File: config.mk
export PLATFORM = sky130hd
export DESIGN_NAME = sign_vote_top
export DESIGN_NICKNAME = d
export VERILOG_FILES = /design/src/rtl/sign_vote_pkg.sv /design/src/rtl/lane_bus_if.sv /design/src/rtl/lane_loader.sv /design/src/rtl/sign_vote_top.sv /design/src/rtl/vote_counter.sv /design/src/rtl/vote_lane.sv
export SDC_FILE = /design/constraint.sdc
export NUM_CORES = 1
export LEC_CHECK = 0
export ABC_AREA = 1
export BUFFER_PORTS_ARGS = -buffer_cell sky130_fd_sc_hd__clkbuf_2
export CORE_MARGIN = 4
export CORE_UTILIZATION = 57
export DETAILED_ROUTE_END_ITERATION = 16
export PLACE_DENSITY = 0.76
export SYNTH_ARGS = -nofsm -noshare
export SYNTH_HDL_FRONTEND = slang
export SYNTH_SLANG_ARGS = --single-unit
File: constraint.sdc
create_clock -name clk -period 7.51 [get_ports clk]
set_input_delay 1.1265 -clock clk [delete_from_list [all_inputs] [get_ports clk]]
set_output_delay 1.1265 -clock clk [all_outputs]
set_load 0.01 [all_outputs]
File: src/rtl/sign_vote_pkg.sv
package sign_vote_pkg;

    // command opcodes carried on cmd_op
    typedef enum logic {
        // one weight/mask entry of one lane
        OP_LOAD = 1'b0,
        // clear accumulator, start a run
        OP_RUN  = 1'b1
    } op_t;

    // loader run FSM
    typedef enum logic [1:0] {
        // accepting commands
        ST_IDLE  = 2'd0,
        // accepting activation vectors
        ST_RUN   = 2'd1,
        // last step still in the pipe
        ST_DRAIN = 2'd2
    } loader_state_t;

    // per lane vote, two's complement
    typedef logic signed [1:0] vote_t;

    // mask bit clear
    localparam vote_t VOTE_ZERO = 2'sb00;
    // activation matches weight
    localparam vote_t VOTE_POS  = 2'sb01;
    // activation differs from weight
    localparam vote_t VOTE_NEG  = 2'sb11;

endpackage

File: src/rtl/lane_bus_if.sv
`timescale 1ns/1ns

interface lane_bus_if #(
    parameter int NUM_LANES = 16,
    parameter int DEPTH     = 32
);

    localparam int LANE_W = $clog2(NUM_LANES);
    localparam int ADDR_W = $clog2(DEPTH);

    // table write, one entry of one lane per strobe
    logic              wr_en;
    logic [LANE_W-1:0] wr_lane;
    logic [ADDR_W-1:0] wr_addr;
    logic              wr_weight;
    logic              wr_mask;

    // step broadcast, same vector to every lane
    logic                 step_valid;
    logic [ADDR_W-1:0]    step_addr;
    logic [NUM_LANES-1:0] step_act;
    // final step of the run
    logic                 step_last;

    // loader side
    modport src (
        output wr_en, wr_lane, wr_addr, wr_weight, wr_mask,
        output step_valid, step_addr, step_act, step_last
    );

    // lane side
    modport dst (
        input wr_en, wr_lane, wr_addr, wr_weight, wr_mask,
        input step_valid, step_addr, step_act, step_last
    );

endinterface

File: src/rtl/lane_loader.sv
`timescale 1ns/1ns

module lane_loader #(
    parameter int NUM_LANES = 16,
    parameter int DEPTH     = 32
) (
    input  logic                         clk,
    input  logic                         rst,
    input  logic                         cmd_valid,
    input  sign_vote_pkg::op_t           cmd_op,
    input  logic [$clog2(NUM_LANES)-1:0] cmd_lane,
    input  logic [$clog2(DEPTH)-1:0]     cmd_addr,
    input  logic                         cmd_weight,
    input  logic                         cmd_mask,
    input  logic [$clog2(DEPTH+1)-1:0]   cmd_len,
    input  logic                         act_valid,
    input  logic [NUM_LANES-1:0]         act,
    output logic                         busy,
    output logic                         run_start,
    lane_bus_if.src                      bus
);

    import sign_vote_pkg::*;

    localparam int ADDR_W       = $clog2(DEPTH);
    // loader, lane, adder and accumulator stages after the last step
    localparam int DRAIN_CYCLES = 4;

    loader_state_t     state;
    logic [ADDR_W-1:0] step_cnt;
    logic [ADDR_W-1:0] last_addr;
    logic [1:0]        drain_cnt;
    logic              cmd_take;
    logic              run_take;
    logic              act_take;

    // commands only seen while idle
    assign cmd_take = cmd_valid && (state == ST_IDLE);
    // zero length run is dropped
    assign run_take = cmd_take && (cmd_op == OP_RUN) && (cmd_len != '0);
    assign act_take = act_valid && (state == ST_RUN);

    assign busy = (state != ST_IDLE);

    always_ff @(posedge clk) begin
        if (rst) begin
            state           <= ST_IDLE;
            step_cnt        <= '0;
            drain_cnt       <= '0;
            run_start       <= 1'b0;
            bus.wr_en       <= 1'b0;
            bus.step_valid  <= 1'b0;
        end else begin
            run_start      <= run_take;
            bus.wr_en      <= cmd_take && (cmd_op == OP_LOAD);
            bus.step_valid <= act_take;
            case (state)
                ST_IDLE: begin
                    if (run_take) begin
                        state    <= ST_RUN;
                        step_cnt <= '0;
                    end
                end
                ST_RUN: begin
                    if (act_take) begin
                        step_cnt <= step_cnt + 1'b1;
                        // final vector goes out this edge
                        if (step_cnt == last_addr) begin
                            state     <= ST_DRAIN;
                            drain_cnt <= '0;
                        end
                    end
                end
                ST_DRAIN: begin
                    // idle again in the cycle done pulses
                    if (drain_cnt == 2'(DRAIN_CYCLES - 1)) begin
                        state <= ST_IDLE;
                    end else begin
                        drain_cnt <= drain_cnt + 1'b1;
                    end
                end
                default: state <= ST_IDLE;
            endcase
        end
    end

    // write fields, qualified by wr_en
    always_ff @(posedge clk) begin
        if (cmd_take) begin
            bus.wr_lane   <= cmd_lane;
            bus.wr_addr   <= cmd_addr;
            bus.wr_weight <= cmd_weight;
            bus.wr_mask   <= cmd_mask;
        end
        // run length kept as index of final step
        if (run_take) begin
            last_addr <= ADDR_W'(cmd_len - 1'b1);
        end
        // step fields, qualified by step_valid
        if (act_take) begin
            bus.step_addr <= step_cnt;
            bus.step_act  <= act;
            bus.step_last <= (step_cnt == last_addr);
        end
    end

endmodule

File: src/rtl/sign_vote_top.sv
`timescale 1ns/1ns

module sign_vote_top #(
    parameter int NUM_LANES = 16,
    parameter int DEPTH     = 32,
    parameter int ACC_W     = 16
) (
    input  logic                         clk,
    input  logic                         rst,
    input  logic                         cmd_valid,
    input  sign_vote_pkg::op_t           cmd_op,
    input  logic [$clog2(NUM_LANES)-1:0] cmd_lane,
    input  logic [$clog2(DEPTH)-1:0]     cmd_addr,
    input  logic                         cmd_weight,
    input  logic                         cmd_mask,
    input  logic [$clog2(DEPTH+1)-1:0]   cmd_len,
    input  logic                         act_valid,
    input  logic [NUM_LANES-1:0]         act,
    output logic                         busy,
    output logic                         done,
    output logic signed [ACC_W-1:0]      total,
    output logic                         sign_bit
);

    import sign_vote_pkg::*;

    logic  run_start;
    vote_t lane_vote  [NUM_LANES];
    // all lanes in lockstep, lane 0 flags drive the counter
    logic  lane_valid [NUM_LANES];
    logic  lane_last  [NUM_LANES];

    lane_bus_if #(.NUM_LANES(NUM_LANES), .DEPTH(DEPTH)) bus ();

    lane_loader #(.NUM_LANES(NUM_LANES), .DEPTH(DEPTH)) u_loader (
        .clk        (clk),
        .rst        (rst),
        .cmd_valid  (cmd_valid),
        .cmd_op     (cmd_op),
        .cmd_lane   (cmd_lane),
        .cmd_addr   (cmd_addr),
        .cmd_weight (cmd_weight),
        .cmd_mask   (cmd_mask),
        .cmd_len    (cmd_len),
        .act_valid  (act_valid),
        .act        (act),
        .busy       (busy),
        .run_start  (run_start),
        .bus        (bus.src)
    );

    // one lane per activation bit
    for (genvar i = 0; i < NUM_LANES; i++) begin : g_lane
        vote_lane #(.LANE_ID(i), .DEPTH(DEPTH)) u_lane (
            .clk        (clk),
            .rst        (rst),
            .bus        (bus.dst),
            .vote       (lane_vote[i]),
            .vote_valid (lane_valid[i]),
            .vote_last  (lane_last[i])
        );
    end

    vote_counter #(.NUM_LANES(NUM_LANES), .ACC_W(ACC_W)) u_counter (
        .clk        (clk),
        .rst        (rst),
        .run_start  (run_start),
        .votes      (lane_vote),
        .vote_valid (lane_valid[0]),
        .vote_last  (lane_last[0]),
        .total      (total),
        .sign_bit   (sign_bit),
        .done       (done)
    );

endmodule

File: src/rtl/vote_counter.sv
`timescale 1ns/1ns

module vote_counter #(
    parameter int NUM_LANES = 16,
    parameter int ACC_W     = 16
) (
    input  logic                    clk,
    input  logic                    rst,
    input  logic                    run_start,
    input  sign_vote_pkg::vote_t    votes [NUM_LANES],
    input  logic                    vote_valid,
    input  logic                    vote_last,
    output logic signed [ACC_W-1:0] total,
    output logic                    sign_bit,
    output logic                    done
);

    // holds -NUM_LANES .. +NUM_LANES
    localparam int SUM_W = $clog2(NUM_LANES + 1) + 1;

    logic signed [SUM_W-1:0] step_sum;
    logic signed [SUM_W-1:0] sum_q;
    logic                    sum_valid;
    logic                    sum_last;
    logic                    added_last;
    logic signed [ACC_W-1:0] acc;

    // adder tree over all lanes, signed context sign-extends each vote
    always_comb begin
        step_sum = '0;
        for (int i = 0; i < NUM_LANES; i++) begin
            step_sum = step_sum + votes[i];
        end
    end

    // stage 1, registered step sum
    always_ff @(posedge clk) begin
        if (vote_valid) begin
            sum_q <= step_sum;
        end
    end

    always_ff @(posedge clk) begin
        if (rst) begin
            sum_valid <= 1'b0;
            sum_last  <= 1'b0;
        end else begin
            sum_valid <= vote_valid;
            sum_last  <= vote_valid && vote_last;
        end
    end

    // stage 2, accumulate; run_start wins over a stale sum
    always_ff @(posedge clk) begin
        if (rst) begin
            acc <= '0;
        end else if (run_start) begin
            acc <= '0;
        end else if (sum_valid) begin
            acc <= acc + sum_q;
        end
    end

    // done one cycle after the final add
    always_ff @(posedge clk) begin
        if (rst) begin
            added_last <= 1'b0;
            done       <= 1'b0;
        end else begin
            added_last <= sum_valid && sum_last;
            done       <= added_last;
        end
    end

    assign total    = acc;
    // sign read straight off the accumulator
    assign sign_bit = acc[ACC_W-1];

endmodule

File: src/rtl/vote_lane.sv
`timescale 1ns/1ns

module vote_lane #(
    parameter int LANE_ID = 0,
    parameter int DEPTH   = 32
) (
    input  logic                 clk,
    input  logic                 rst,
    lane_bus_if.dst              bus,
    output sign_vote_pkg::vote_t vote,
    output logic                 vote_valid,
    output logic                 vote_last
);

    import sign_vote_pkg::*;

    // weight and mask per step
    logic weight_mem [DEPTH];
    logic mask_mem   [DEPTH];

    logic lane_sel;
    logic rd_weight;
    logic rd_mask;
    logic act_bit;

    // writes for this lane only
    assign lane_sel = bus.wr_en && (int'(bus.wr_lane) == LANE_ID);

    always_ff @(posedge clk) begin
        if (lane_sel) begin
            weight_mem[bus.wr_addr] <= bus.wr_weight;
            mask_mem[bus.wr_addr]   <= bus.wr_mask;
        end
    end

    // async table read at the broadcast step
    assign rd_weight = weight_mem[bus.step_addr];
    assign rd_mask   = mask_mem[bus.step_addr];
    // own bit of the shared activation vector
    assign act_bit   = bus.step_act[LANE_ID];

    // vote register, meaningful with vote_valid
    always_ff @(posedge clk) begin
        if (bus.step_valid) begin
            if (!rd_mask) begin
                vote <= VOTE_ZERO;
            end else if (act_bit == rd_weight) begin
                vote <= VOTE_POS;
            end else begin
                vote <= VOTE_NEG;
            end
        end
    end

    // flags run in lockstep with every other lane
    always_ff @(posedge clk) begin
        if (rst) begin
            vote_valid <= 1'b0;
            vote_last  <= 1'b0;
        end else begin
            vote_valid <= bus.step_valid;
            vote_last  <= bus.step_valid && bus.step_last;
        end
    end

endmodule

# After elaboration in Yosys (flattened, before gate mapping)
# Memory sizes are Yosys's and may differ from the RTL's. A register that Yosys moved wholly into a read port is not among the register bits.
# Cells that the tools add are included.
[totals] register_bits=110 ramBits=1024 in_bits=38 out_inout_bits=19 word_cells=256 mem_count=32
[classes] addsub=19 n_eq_ne=40 mux=92 bitwise=1 reduce_logical=34
[mem_list] memory="g_lane[0].u_lane.mask_mem" depth=32 word_bits=1 read_ports=1 rd_clocked_by_memory_dff=1 wr=1 line="vote_lane.sv:19" rtl="logic mask_mem [DEPTH];"
[mem_list] memory="g_lane[0].u_lane.weight_mem" depth=32 word_bits=1 read_ports=1 rd_clocked_by_memory_dff=1 wr=1 line="vote_lane.sv:18" rtl="logic weight_mem [DEPTH];"
[mem_list] memory="g_lane[10].u_lane.mask_mem" depth=32 word_bits=1 read_ports=1 rd_clocked_by_memory_dff=1 wr=1 line="vote_lane.sv:19"
[mem_list] memory="g_lane[10].u_lane.weight_mem" depth=32 word_bits=1 read_ports=1 rd_clocked_by_memory_dff=1 wr=1 line="vote_lane.sv:18"
[mem_list] memory="g_lane[11].u_lane.mask_mem" depth=32 word_bits=1 read_ports=1 rd_clocked_by_memory_dff=1 wr=1 line="vote_lane.sv:19"
[mem_list] memory="g_lane[11].u_lane.weight_mem" depth=32 word_bits=1 read_ports=1 rd_clocked_by_memory_dff=1 wr=1 line="vote_lane.sv:18"
[mem_list] memory="26 more memories"
[ops] op="5-bit 2-to-1 mux" n=34
[ops] op="6-bit by 2-bit adder with 6-bit output" n=13
[ops] op="2-bit 2-to-1 mux" n=23
[ops] op="4-bit equality test (second input constant)" n=8
[ops] op="1-bit 2-to-1 mux" n=32
[ops] op="1-bit logical AND" n=24
[ops] op="16-bit by 6-bit adder with 16-bit output" n=1
[ops] op="1-bit equality test" n=16
[ops] op="4-bit by 3-bit equality test with 1-bit output (second input constant)" n=4
[ops] op="5-bit one-hot mux with 2 select lines" n=1
[ops] op="4-bit by 2-bit equality test with 1-bit output (second input constant)" n=2
[ops] op="4-bit AND reduction" n=2
[ops] op="2-bit by 1-bit != test with 1-bit output (second input constant)" n=3
[ops] op="2-bit one-hot mux with 3 select lines" n=1
[ops] op="2-bit nonzero test" n=3
[ops] op="6-bit nonzero test" n=1
[ops] op="5-bit by 1-bit adder with 5-bit output (second input constant)" n=1
[ops] op="5-bit equality test" n=1
[ops] op="5-bit by 1-bit subtractor with 5-bit output (second input constant)" n=1
[ops] op="3-bit by 2-bit adder with 4-bit output" n=1
[ops] op="2-bit equality test (second input constant)" n=2
[ops] op="4-bit by 1-bit equality test with 1-bit output (second input constant)" n=1
[ops] op="4-bit logical NOT" n=1
[ops] op="2-bit != test (second input constant)" n=2
[ops] op="8 further kinds" n=8

# Logic depth before layout (Yosys ltp)
[logic_depth] word_depth=15 ltp_mapped=17 mapped_depth_nobuf=17

# Modules after synthesis
# Synthesis repeated with hierarchy kept, for this count alone.
[unflattened] hier_cells=5044 hier_area_um2=52664.3
[modules_own_cells] module="vote_lane (g_lane[10].u_lane ...)" instances=4 cells_per_inst=280 area_per_inst_um2=2987.9 seq_area_each_um2=2021.9
[modules_own_cells] module="vote_lane (g_lane[1].u_lane ...)" instances=2 cells_per_inst=280 area_per_inst_um2=2982.9 seq_area_each_um2=2021.9
[modules_own_cells] module="vote_lane (g_lane[13].u_lane ...)" instances=2 cells_per_inst=280 area_per_inst_um2=2981.6 seq_area_each_um2=2021.9
[modules_own_cells] module="vote_lane (g_lane[11].u_lane ...)" instances=2 cells_per_inst=280 area_per_inst_um2=2980.4 seq_area_each_um2=2021.9
[modules_own_cells] module="vote_counter" instances=1 cells_per_inst=414 area_per_inst_um2=3031.7 seq_area_each_um2=580.6
[modules_own_cells] module="vote_lane (g_lane[3].u_lane)" instances=1 cells_per_inst=279 area_per_inst_um2=2986.6 seq_area_each_um2=2021.9
[modules_own_cells] module="vote_lane (g_lane[8].u_lane)" instances=1 cells_per_inst=280 area_per_inst_um2=2984.1 seq_area_each_um2=2021.9
[modules_own_cells] module="vote_lane (g_lane[4].u_lane)" instances=1 cells_per_inst=278 area_per_inst_um2=2982.9 seq_area_each_um2=2021.9
[modules_own_cells] module="vote_lane (g_lane[12].u_lane)" instances=1 cells_per_inst=278 area_per_inst_um2=2976.6 seq_area_each_um2=2021.9
[modules_own_cells] module="vote_lane (g_lane[0].u_lane)" instances=1 cells_per_inst=279 area_per_inst_um2=2972.9 seq_area_each_um2=2021.9
[modules_own_cells] module="vote_lane (g_lane[15].u_lane)" instances=1 cells_per_inst=279 area_per_inst_um2=2965.3 seq_area_each_um2=2021.9
[modules_own_cells] module="lane_loader" instances=1 cells_per_inst=157 area_per_inst_um2=1923.1 seq_area_each_um2=1381.3

# Least setup slack after synthesis
# No wires, ideal clock.
[synth_timing] kind="register -> register" from="register u_loader.bus.wr_mask" to="memory g_lane[0].u_lane.mask_mem[0], data pin" setup_time_ns=1.435 arrival_time_ns=6.158 t_required_ns=6.075 path_slack_ns=-0.083 stages_incl_launch_ff=1 path_buffers=0 path_cell_list="edfxtp_1"
[synth_lines] element="from (decl)" line="lane_bus_if.sv:27" rtl="output wr_en, wr_lane, wr_addr, wr_weight, wr_mask,"
[synth_lines] element="from (signal assigned)" line="lane_loader.sv:93" rtl="bus.wr_mask <= cmd_mask;"
[synth_lines] element="to (decl)" line="vote_lane.sv:19"
# Straight into the memory's write port.

# Worst setup path in the final report
[layout_timing] from="register g_lane[3].u_lane.vote[1]" to="register u_counter.sum_q[5], data pin"
[layout_between] elab_chain_cells=13
[layout_rtl] element="from (decl)" line="vote_lane.sv:10" rtl="output sign_vote_pkg::vote_t vote,"
[layout_rtl] element="from (signal assigned)" line="vote_lane.sv:46" rtl="vote <= VOTE_ZERO;"
[layout_rtl] element="from (signal assigned)" line="vote_lane.sv:48" rtl="vote <= VOTE_POS;"
[layout_rtl] element="from (signal assigned)" line="vote_lane.sv:50" rtl="vote <= VOTE_NEG;"
[layout_rtl] element="6-bit by 2-bit adder with 6-bit output (13 in series)" line="vote_counter.sv:32" rtl="step_sum = step_sum + votes[i];"
[layout_rtl] element="via u_counter.step_sum[5]" line="vote_counter.sv:21" rtl="logic signed [SUM_W-1:0] step_sum;"
[layout_rtl] element="to (signal assigned)" line="vote_counter.sv:39" rtl="sum_q <= step_sum;"
[layout_rtl] element="to (decl)" line="vote_counter.sv:22" rtl="logic signed [SUM_W-1:0] sum_q;"
# The timed path passes the listed nets, and every way through them passes these cells.
# A chain may end at the register's enable or synchronous reset.

==> results.ini <==
[run_status]
status = complete, no violations

[clock_network]
cts_setup_buffers = 0
cts_buffers = 113
htreeDepth = 3
cts_resized = 0
cts_hold_buf = 0
clock_sinks = 1139
cts_tree = built
insertion_delay_ns = 0.68
cts_root_buffer = clkbuf_16
clock_path_buffers = 3
clk_pin_slew_ns = 0.06

[cells_and_area]
postLayoutCellArea_mm2 = 0.0542
n_fill_cell = 6615
syn_to_final_growth_pct = 8.75
drive_gt1_frac = 0.0610
final_cells = 5881
seq_area_mm2 = 0.0338
design.final.nets = 4734
multiInputGateArea_mm2 = 0.0138

[worst_setup_path]
crit_chain = fa_1 -> inv_1 -> fa_1 -> inv_1 -> fa_1 -> fa_1 -> inv_1 -> fa_1 -> fa_1 -> inv_1 -> fa_1 -> nand3_1 -> nand2_1 -> xor2_1 -> xnor2_1
crit_type = flop to flop
crit_fanout = 2
startpoint_type = flop
cpMostUsedCell = fa_1
crit_path_end_kind = flop
crit_slowest_cell = fa_1
cp.required_ns = 7.92
max_stage_delay_ns = 0.60
worstPathArrival_ns = 5.52

[sta]
fin_skew_ns = 0.0241
finalSetupViolCount = 0
period_minus_slack_ns = 5.11
hold_viol_final = 0
setup-tns-final_ns = 0
fmax_mhz = 196
rsz0062_at_grt = no
tightest_slew_ns = 1.27
post-route-period-util = 0.680
report.final.slew_viol_count = 0
slew-limit-headroom = 0.156

[place]
placed_area_mm2 = 0.0505
finalWeightedCongestion = 0.867
io_buffer_count = 56
place_inst = 5669
dp_hpwl_um = 72000

[detailed_routing]
dr_total_vias = 34469
drc = 0
ant_nets = 0
firstDrtPassIters = 7
drt_iter0_drc = 4299
routed_via_density = 5.86
routed_wl_um = 126000
wl_per_cell_um = 21.4

[global_route]
grt_max_degree = 227
grt_remaining_overflow = 0
grt_pass1_wl_um = 192000
grt_pass1_vias = 33589
antenna_found_initial = 2
gr-usage-all-layers = 0.269

[die]
rows = 108
chipWidth_um = 304
fp.dieH_um = 304
initial_core_util = 0.574
io_pins = 57
core-area_mm2 = 0.0868
dieArea_mm2 = 0.0922

[logic_synthesis]
synth_cells = 4701
syn_nets = 4806
synth_area_per_cell_um2 = 10.6
synth_largest_area_cell = edfxtp_1
ys_types = 27
synth-edff-count = 1100
yosysWarnings = 0
synth_area_leaders = edfxtp_1 66%, nand2_1 11%, nand3_1 8.6%
synth.ff_latch_count = 1139
async_flop_share = 0
ys_seq_area_frac = 0.678
synth_top_area_frac = 0.663
syn-cell-area_mm2 = 0.0498
ys.flop_type = edfxtp_1

[pwr]
power_density_mw_per_mm2 = 258
leakagePower_nw = 19.7
ir_drop_mv = 0.206

[min_path]
hp-class = flop to flop

[flow_run]
drv_cap = 0

==> cells in the final DEF, fill, tap and decap left out, drive strengths merged, types with 2 or more instances in the layout <==
cell type	instances
clkbuf	208
bufinv	10
a21oi	28
dfxtp	39
inv	160
nor3	15
buf	58
clkinvlp	2
and2	15
o21ai	25
fa	35
nand3	858
a21o	3
clkinv	46
ha	32
xnor2	9
xor2	14
edfxtp	1100
nand2	1457
nor2	606
==> where the power goes <==
part	leakage [nW]	internal (mW)	switching, mW
registers	10.2	7.07	0.0395
clock network	1.79	3.24	2.34
logic	7.71	0.375	0.902
total	19.7	10.7	3.28
==> critical path: cells and delay by family (launching register included) <==
| family | cells | cell delay (ns) |
|---|---|---|
| adder cells (fa/ha/maj) | 7 | 3.74 |
| flip-flops | 1 | 0.39 |
| buffers and inverters | 4 | 0.28 |
| XOR/XNOR | 2 | 0.28 |
| AND/OR/NAND/NOR | 2 | 0.16 |
==> final cells by class <==
| cell class | instances | share of cell area |
|---|---|---|
| Clock buffer | 152 | 0.0576 |
| Antenna cell | 1 | 0.0000462 |
| Inverter | 159 | 0.0113 |
| Timing Repair Buffer | 114 | 0.0148 |
| Multi-Input combinational cell | 3102 | 0.256 |
| Tap cell | 1155 | 0.0267 |
| Clock inverter | 59 | 0.00993 |
| Sequential cell | 1139 | 0.624 |
==> state kept, by name (all words and copies together), names as in the netlist, 2 cells and up, named ones only <==
register / flops
u_loader.step_cnt: 5
g_lane.u_lane.weight_mem: 512
g_lane.u_lane.mask_mem: 512
g_lane.u_lane.vote: 32
u_loader.bus.step_act: 16
u_counter.sum_q: 6
u_loader.last_addr: 5
u_loader.bus.wr_addr: 5
u_loader.bus.step_addr: 5
u_loader.drain_cnt: 2
u_counter.total: 16
u_loader.bus.wr_lane: 4
u_loader.state: 2
==> synthesized netlist by cell type, types with 31 or more instances <==
library cell  count
buf_1            35
buf_2           119
buf_4            31
clkbuf_1         90
dfxtp_1          39
edfxtp_1       1100
fa_1             35
ha_1             32
inv_1           152
nand2_1        1457
nand3_1         858
nor2_1          606
==> logic make-up (layout without fill, tap and decap cells) <==
kind of cell	after synthesis	after routing	synth area share
AOI/OAI and AO/OA	59	59	0.00620
xor gates and xnor gates	23	23	0.00404
adders and majority gates	67	67	0.0221
buffers and inverters	460	484	0.0440
DFF	1139	1139	0.678
other	0	1	0
and+or+nand+nor	2953	2953	0.245
==> routing by layer <==
layer,vias up,global-route usage,share of wire
met2,1816,0.440,0.48
met4,2,0.122,0.047
li1,15776,-,-
met1,16529,0.351,0.37
met3,346,0.0545,0.10
met5,-,0,0.000095
==> final timing paths <==
path / to / cells after the start / slack, ns / start
worst min register to register: u_counter.sum_last$_SDFF_PP0_ / 2 / 0.41 / g_lane[0].u_lane.vote_last$_SDFF_PP0_
worst min-delay path: u_counter.sum_last$_SDFF_PP0_ / 2 / 0.41 / g_lane[0].u_lane.vote_last$_SDFF_PP0_
worst max-delay path: u_counter.sum_q[5]$_DFFE_PP_ / 15 / 2.40 / g_lane[3].u_lane.vote[1]$_SDFFCE_PN0P_
worst max register to register: u_counter.sum_q[5]$_DFFE_PP_ / 15 / 2.40 / g_lane[3].u_lane.vote[1]$_SDFFCE_PN0P_
==> through the flow <==
stage          hold slack [ns]  power (mW)  utilization  setup WS [ns]
6_report                 0.408        14.0        0.625           2.40
5_1_grt                  0.435        14.4        0.625           2.17
4_1_cts                  0.412        14.0        0.625           2.36
3_5_place_dp             0.403        8.50        0.583           2.39
3_3_place_gp             0.399        8.47        0.583           2.41
2_1_floorplan            0.388        8.19            -        -0.0831
Note: power is estimated with default switching activity, not from simulation.
